<file path="config.mk">
export PLATFORM = sky130hd
export DESIGN_NAME = rcn_master_buf
export DESIGN_NICKNAME = d
export VERILOG_FILES = /design/src/hw/rcn_pkg.sv /design/src/hw/req_pkg.sv /design/src/hw/rcn_req_if.sv /design/src/hw/rcn_rsp_if.sv /design/src/hw/rcn_master.sv /design/src/hw/rcn_master_buf.sv
export SDC_FILE = /design/constraint.sdc
export NUM_CORES = 2
export LEC_CHECK = 0
export BUFFER_PORTS_ARGS = -buffer_cell sky130_fd_sc_hd__buf_2
export CORE_MARGIN = 5
export CORE_UTILIZATION = 43
export DETAILED_ROUTE_END_ITERATION = 16
export REMOVE_ABC_BUFFERS = 1
export SETUP_SLACK_MARGIN = 0.02
export SYNTH_ARGS = -nofsm -noshare
export SYNTH_HDL_FRONTEND = slang
export SYNTH_SLANG_ARGS = --single-unit
</file>
<file path="constraint.sdc">
create_clock -name clk -period 11.12 [get_ports clk]
set_input_delay 0.556 -clock clk [delete_from_list [all_inputs] [get_ports clk]]
set_output_delay 0.556 -clock clk [all_outputs]
set_load 0.01 [all_outputs]
</file>
<file path="src/hw/rcn_pkg.sv">
package rcn_pkg;

  // Word address width carried on the ring, for a 24-bit byte address.
  localparam int WADDR_W = 22;

  // Each slave memory holds 2**MEM_AW words.
  localparam int MEM_AW = 8;

  // The word-address bits above MEM_AW select the slave window.
  localparam int WIN_W = WADDR_W - MEM_AW;

  typedef logic [2:0] rcn_id_t;
  typedef logic [WIN_W-1:0] win_t;

  localparam rcn_id_t MASTER_ID = 3'd0;

  localparam win_t SLAVE0_BASE = win_t'(0);
  localparam win_t SLAVE1_BASE = win_t'(1);

  // One ring slot. A slave turns a request into a response in the same slot.
  typedef struct packed {
    logic               vld;
    logic               rsp;
    logic               wr;
    rcn_id_t            id;
    logic [4:0]         seq;
    logic [3:0]         mask;
    logic [WADDR_W-1:0] waddr;
    logic [31:0]        data;
  } rcn_flit_t;

endpackage

</file>
<file path="src/hw/req_pkg.sv">
package req_pkg;

  typedef logic [4:0]  seq_t;
  typedef logic [3:0]  mask_t;
  typedef logic [23:0] addr_t;
  typedef logic [21:0] waddr_t;
  typedef logic [31:0] data_t;

  // Request buffer entries, at most 64.
  localparam int DEPTH = 32;
  localparam int PTR_W = $clog2(DEPTH);
  localparam int CNT_W = $clog2(DEPTH + 1);

  // The low two address bits are dropped when a request is queued.
  typedef struct packed {
    seq_t   seq;
    logic   wr;
    mask_t  mask;
    waddr_t waddr;
    data_t  wdata;
  } buf_entry_t;

endpackage

</file>
<file path="src/hw/rcn_req_if.sv">
`timescale 1ns/1ps

interface rcn_req_if;
  import req_pkg::*;

  logic   vld;
  seq_t   seq;
  logic   wr;
  mask_t  mask;
  waddr_t waddr;
  data_t  wdata;
  logic   busy;

  // A request moves in a cycle with vld high and busy low.
  modport buf_side (
    output vld, seq, wr, mask, waddr, wdata,
    input  busy
  );

  modport master_side (
    input  vld, seq, wr, mask, waddr, wdata,
    output busy
  );

endinterface

</file>
<file path="src/hw/rcn_rsp_if.sv">
`timescale 1ns/1ps

interface rcn_rsp_if;
  import req_pkg::*;

  logic  rdone;
  logic  wdone;
  seq_t  seq;
  mask_t mask;
  addr_t addr;
  data_t data;

  // One cycle per response and no back-pressure.
  modport master_side (
    output rdone, wdone, seq, mask, addr, data
  );

  modport sink_side (
    input rdone, wdone, seq, mask, addr, data
  );

endinterface

</file>
<file path="src/hw/rcn_master.sv">
`timescale 1ns/1ps

module rcn_master (
  input  logic               clk,
  input  logic               rst,
  input  rcn_pkg::rcn_flit_t ring_in,
  output rcn_pkg::rcn_flit_t ring_out,
  rcn_req_if.master_side     req,
  rcn_rsp_if.master_side     rsp
);
  import rcn_pkg::*;

  logic       my_rsp;
  logic       slot_free;
  logic       take;
  rcn_flit_t  flit_d;
  rcn_flit_t  flit_q;
  logic       vld_q;

  // A response addressed to this master is removed here, which frees its slot.
  assign my_rsp    = ring_in.vld && ring_in.rsp && (ring_in.id == MASTER_ID);
  assign slot_free = !ring_in.vld || my_rsp;
  assign take      = req.vld && slot_free;

  // Any flit that stays on the ring blocks insertion this cycle.
  assign req.busy = !slot_free;

  assign rsp.rdone = my_rsp && !ring_in.wr;
  assign rsp.wdone = my_rsp && ring_in.wr;
  assign rsp.seq   = ring_in.seq;
  assign rsp.mask  = ring_in.mask;
  assign rsp.addr  = {ring_in.waddr, 2'b00};
  assign rsp.data  = ring_in.data;

  always_comb begin
    if (take) begin
      flit_d.vld   = 1'b1;
      flit_d.rsp   = 1'b0;
      flit_d.wr    = req.wr;
      flit_d.id    = MASTER_ID;
      flit_d.seq   = req.seq;
      flit_d.mask  = req.mask;
      flit_d.waddr = req.waddr;
      flit_d.data  = req.wdata;
    end else if (slot_free) begin
      flit_d = '0;
    end else begin
      // Foreign traffic goes on unchanged.
      flit_d = ring_in;
    end
  end

  always_ff @(posedge clk or posedge rst) begin
    if (rst)
      vld_q <= 1'b0;
    else
      vld_q <= flit_d.vld;
  end

  always_ff @(posedge clk) begin
    flit_q <= flit_d;
  end

  always_comb begin
    ring_out     = flit_q;
    ring_out.vld = vld_q;
  end

endmodule

</file>
<file path="src/hw/rcn_master_buf.sv">
`timescale 1ns/1ps

module rcn_master_buf (
  input  logic               clk,
  input  logic               rst,
  input  logic               cs,
  input  logic               wr,
  input  req_pkg::seq_t      seq,
  input  req_pkg::mask_t     mask,
  input  req_pkg::addr_t     addr,
  input  req_pkg::data_t     wdata,
  output logic               busy,
  output logic               issue,
  output req_pkg::seq_t      iss_seq,
  input  rcn_pkg::rcn_flit_t ring_in,
  output rcn_pkg::rcn_flit_t ring_out,
  output logic               rdone,
  output logic               wdone,
  output req_pkg::seq_t      rsp_seq,
  output req_pkg::mask_t     rsp_mask,
  output req_pkg::addr_t     rsp_addr,
  output req_pkg::data_t     rsp_data
);
  import req_pkg::*;

  buf_entry_t       entries [DEPTH];
  logic [PTR_W-1:0] wptr;
  logic [PTR_W-1:0] rptr;
  logic [CNT_W-1:0] cnt;
  logic             push;
  logic             pop;
  buf_entry_t       head;

  rcn_req_if req_if ();
  rcn_rsp_if rsp_if ();

  assign busy = (cnt == CNT_W'(DEPTH));
  assign push = cs && !busy;
  assign pop  = req_if.vld && !req_if.busy;

  always_ff @(posedge clk or posedge rst) begin
    if (rst) begin
      cnt  <= '0;
      wptr <= '0;
      rptr <= '0;
    end else begin
      case ({push, pop})
        2'b10:   cnt <= cnt + 1'b1;
        2'b01:   cnt <= cnt - 1'b1;
        default: cnt <= cnt;
      endcase
      if (push)
        wptr <= (wptr == PTR_W'(DEPTH - 1)) ? '0 : wptr + 1'b1;
      if (pop)
        rptr <= (rptr == PTR_W'(DEPTH - 1)) ? '0 : rptr + 1'b1;
    end
  end

  always_ff @(posedge clk) begin
    if (push)
      entries[wptr] <= '{seq: seq, wr: wr, mask: mask, waddr: addr[23:2], wdata: wdata};
  end

  // The head entry is offered to the ring master whenever the buffer is not empty.
  assign head         = entries[rptr];
  assign req_if.vld   = (cnt != '0);
  assign req_if.seq   = head.seq;
  assign req_if.wr    = head.wr;
  assign req_if.mask  = head.mask;
  assign req_if.waddr = head.waddr;
  assign req_if.wdata = head.wdata;

  assign issue   = pop;
  assign iss_seq = head.seq;

  rcn_master u_master (
    .clk      (clk),
    .rst      (rst),
    .ring_in  (ring_in),
    .ring_out (ring_out),
    .req      (req_if.master_side),
    .rsp      (rsp_if.master_side)
  );

  assign rdone    = rsp_if.rdone;
  assign wdone    = rsp_if.wdone;
  assign rsp_seq  = rsp_if.seq;
  assign rsp_mask = rsp_if.mask;
  assign rsp_addr = rsp_if.addr;
  assign rsp_data = rsp_if.data;

endmodule

</file>
# == Yosys cells after proc, flatten, opt, wreduce, memory -nomap -nowiden ==
# Memory sizes are Yosys's and may differ from the RTL's.
# Index checks and enable logic that the tools add are counted.
# classes
add_sub_neg,4
eq_ne,5
mux,7
n_reduce_logical,14
# op_table
cell,n
69-bit two-way mux,2
6-bit one-hot mux with 2 select lines,1
"5-bit by 1-bit adder with 5-bit output, second input constant",2
"5-bit equality test, second input constant",2
5-bit two-way mux,2
"6-bit by 1-bit adder with 6-bit output, second input constant",1
"6-bit equality test, second input constant",1
1-bit logical AND,6
6-bit nonzero test,1
"6-bit by 1-bit subtractor with 6-bit output, second input constant",1
1-bit zero test,3
3-bit zero test,1
"2-bit by 1-bit equality test with 1-bit output, second input constant",1
"2-bit equality test, second input constant",1
1-bit two-way mux,2
2-bit nonzero test,1
2-bit OR reduction,1
1-bit logical OR,1
# totals
regBits,85
ram_bits,2048
output_inout_bits,143
memories,1
# memory_table
name,words,width,rd,rd_ports_with_merged_regs,wr,line_no,text
entries,32,64,1,0,1,rcn_master_buf.sv:26,buf_entry_t entries [DEPTH];

# == Depth between registers and ports, before layout ==
# logic_depth
word_depth,6
depth_mapped,15
ltp_nobuf,12

# == Cells and area by module ==
# A second synthesis with hierarchy kept.
# unflattened
hier_cells,3989
hier_area_um2,82034.9
# modules_own_cells
mod,n_inst,cells_per_inst,area_per_inst_um2
rcn_master_buf,1,3634,78813.1
rcn_master,1,355,3221.8

# == Worst setup path before layout ==
# OpenSTA, ideal clock, no wires.
# synth_path
path_kind,register -> register
from,reg cnt[1]
to,mem entries[15][0] in the netlist's numbering (enable)
setup_ps,487
arrival_ps,3939
required_ps,10633
setup_slack_ps,6695
path_stages_with_launch,8
period_less_slack_ps,4425
cell_sequence,dfrtp_1 -> clkbuf_1 -> or4_1 -> nor3_1 -> nor2b_1 -> clkbuf_2 -> nand2_1 -> nor2_1
# synth_between
elab_chain_len,5
# synth_rtl
element,line_no,text
"start, declared",rcn_master_buf.sv:29,logic [CNT_W-1:0] cnt;
"start signal, assigned",rcn_master_buf.sv:48,2'b10: cnt <= cnt + 1'b1;
"start signal, assigned",rcn_master_buf.sv:49,2'b01: cnt <= cnt - 1'b1;
"start signal, assigned",rcn_master_buf.sv:50,default: cnt <= cnt;
6-bit equality test,rcn_master_buf.sv:37,assign busy = (cnt == CNT_W'(DEPTH));
net busy,rcn_master_buf.sv:12,"output logic busy,"
1-bit zero test,rcn_master_buf.sv:38,assign push = cs && !busy;
1-bit logical AND,rcn_master_buf.sv:38,
1-bit two-way mux,rcn_master_buf.sv:60,if (push)
1-bit two-way mux (implied by the code),rcn_master_buf.sv:61,"entries[wptr] <= '{seq: seq, wr: wr, mask: mask, waddr: addr[23:2], wdata: wdata};"
"end, declared",rcn_master_buf.sv:26,
# The timed path passes the listed nets, and every way through them passes these cells.

# == Final worst setup path ==
# layout_path
from,reg rptr[0]
to,out iss_seq[4]
# layout_between
elab_chain_len,1
# layout_rtl
element,line_no,text
"start, declared",rcn_master_buf.sv:28,logic [PTR_W-1:0] rptr;
"start signal, assigned",rcn_master_buf.sv:55,rptr <= (rptr == PTR_W'(DEPTH - 1)) ? '0 : rptr + 1'b1;
memory read 32 x 64 bit,-,
"end, declared",rcn_master_buf.sv:14,"output req_pkg::seq_t iss_seq,"
# Every way passes these cells.

==> flow_summary.toml <==
[floorplan]
dieArea_mm2 = 0.199
num_rows = 160
dieWidth_um = 446
start_util_pct = 43.1
die_h_um = 446
io_pins = 281
core_area_mm2 = 0.190

[sta]
hold_violations = 0
fin_hold_ws_ns = 0.0629
fmax_mhz = 180
worst_pin_slew_ns = 1.13
rsz0062_at_grt = "false"
post-route-period-util_pct = 49.9
finalSetupViolCount = 0
min_period_ns = 5.54
setup_ws_ns = 5.58
slew-limit-headroom_pct = 24.5
maxSlewViolCount = 0
fin_skew_ns = 0.0582

[logic_synthesis]
ys_seq_area_share_pct = 77.3
synth.cell_area_mm2 = 0.0819
synth_edf_count = 2048
ys_seq_elements = 2133
yosys_warnings = 0
synth_cells = 3957
synthFlopType = "edfxtp_1"
synth_cell_types = 55
synth-async-reset-ratio_pct = 0.797
syn_area_per_cell_um2 = 20.7

[worst_setup_path]
path_cells = "buf_12 -> buf_12 -> mux4_2 -> a22o_1 -> a2111oi_2 -> nor3_1 -> buf_2"
cpPeakStageDelay_ns = 0.90
cp.required_ns = 10.56
startpoint_type = "register"
arrival_ns = 4.99
cp_max_fo = 97
critPathKind = "register to output pin"
crit_path_end_kind = "output pin"
crit_slowest_cell = "dfrtp_4"
cp_common_cell = "buf_12"
ff2ff_setup_slack_ns = 6.13

[pwr]
p_per_area_mw_per_mm2 = 236
vdd_drop_max_mv = 0.218
power.leakage_nw = 30.2

[clocking]
cts_tree = "built"
cts_htree_levels = 4
clock_path_buffers = 3
clkTransAtPathRegs_ns = 0.06
insertion_delay_ns = 0.87
cts-root-buf = "clkbuf_16"
numCtsBuffers = 214
clock-sinks = 2133

[placement]
place_inst = 6549
dp_hpwl_um = 108000
placed_area_mm2 = 0.0858
routabilityCongestion = 0.723
io_buffers = 276
place_ws_ns = 5.95

[global_routing]
use_met3_pct = 2.91
grt.overflow.total = 0
use_met1_pct = 29.0
grt_pass1_wl_um = 301000
grt_pass1_vias = 41600
antenna_found_initial = 18
use_met2_pct = 35.0
grt.total_usage_pct = 21.0
grt_max_degree = 113
grt.busiest_layer = "met2"

[run_status]
outcome = "finished clean"

[route]
ant_nets = 0
num_vias = 41100
drt-pass1-iter-count = 5
drc_errors = 0
avgViaCountPerCell = 5.85
post_drt_wl_per_cell_um = 30.0
drt_iter0_drc = 4153
wl_um = 211000

[finish]
drive_above_1_share_pct = 24.7
nNetsFinal = 4466
fin_area_mm2 = 0.0933
syn2layout_area_growth_pct = 13.9
fin_cells = 7017
num-fill-cells = 15400

[job]
maxCapViolCount = 0

[hold_path]
hp-class = "primary input to register"
==> kinds of logic after synthesis <==
family                     Yosys count  synth area share [%]
other                                1               0.00458
xor gates and xnor gates             7                0.0749
adders and majority gates           10                 0.153
muxes                              779                  14.5
buffers and inverters              305                  2.17
AOI/OAI and AO/OA                  490                  4.51
DFF                               2133                  77.3
and+or+nand+nor                    232                  1.27
==> registers in the layout, indices dropped and copies added, names as in the netlist <==
register / cells
cnt: 6
entries: 2048
rptr: 5
u_master.ring_out: 68
u_master.vld_q: 1
wptr: 5
==> synthesized netlist by cell type, types with 19 or more instances <==
library cell / number / area (um^2)
edfxtp_1: 2048 / 61500
buf_2: 79 / 395
o21ai_0: 39 / 195
clkbuf_1: 81 / 304
o221ai_1: 55 / 482
o31ai_1: 19 / 143
a211oi_1: 73 / 548
o22ai_1: 76 / 475
a22oi_1: 27 / 203
mux2_2: 35 / 394
a21oi_1: 54 / 270
mux2i_1: 421 / 4210
buf_4: 108 / 811
nand2_1: 68 / 255
dfxtp_1: 68 / 1360
a221oi_1: 35 / 307
mux4_2: 323 / 7270
a22o_1: 47 / 412
nor2_1: 95 / 357
a211o_1: 30 / 263
==> layout make-up <==
class	count	area, um^2	area share [%]
Timing Repair Buffer	441	2830	3.03
Sequential cell	2133	63300	67.9
Clock inverter	114	1100	1.18
Clock buffer	283	5750	6.16
Tap cell	2511	3140	3.37
Antenna cell	7	17.5	0.0188
Multi-Input combinational cell	1520	17100	18.3
Inverter	8	30.0	0.0322
==> final timing paths <==
path | end | depth (start not counted) | from
min in group asynchronous | rptr[3] | 3 | rst
min | u_master.ring_out[45] | 3 | ring_in[45]
min reg2reg | cnt[5] | 1 | cnt[5]
max reg2reg | u_master.ring_out[5] | 9 | rptr[0]
max in group asynchronous | rptr[0] | 3 | rst
max | iss_seq[4] | 7 | rptr[0]
==> per-layer routing <==
metal,share of wire (%),vias up
met2,50,1401
met4,2.8,6
met1,42,22200
met3,5.7,336
met5,0.019,-
li1,-,17100
==> layout by cell type (no fill, tap or decap), types with 64 or more instances in the layout <==
cell / instances
nand2_1: 66
edfxtp_1: 2048
buf_2: 276
a211oi_1: 73
mux2i_1: 421
clkbuf_16: 215
buf_4: 97
o22ai_1: 76
dlygate4sd3_1: 64
dfxtp_1: 68
mux4_2: 323
==> what timing repair did <==
action                                 CTS  global route
resized for setup                        0             0
hold buffers                            64             0
endpoints found under the hold margin   77             0
buffers inserted                         0             0
==> worst max-delay path: cells and delay by family (launching register included) <==
family / cells / cell delay (ns)
AOI/OAI and AO/OA: 2 / 0.84
and+or+nand+nor: 1 / 0.18
muxes: 1 / 0.61
buffers and inverters: 3 / 1.56
DFF: 1 / 0.90
==> where the power goes <==
part / internal [W] / total, W / switching (W)
clock network: 0.00395 / 0.00699 / 0.00304
registers: 0.00932 / 0.00963 / 0.000307
logic: 0.00217 / 0.00538 / 0.00321
total: 0.0154 / 0.0220 / 0.00656
==> stage by stage <==
stage                     setup TNS, ns  power (W)  utilization [%]
after floorplan                 -745.26     0.0151                -
after global placement                0     0.0152             45.2
after detailed placement              0     0.0152             45.2
after CTS                             0     0.0222             49.1
after global routing                  0     0.0229             49.1
final                                 0     0.0220             49.2
Power figures use the tool's default switching activity.
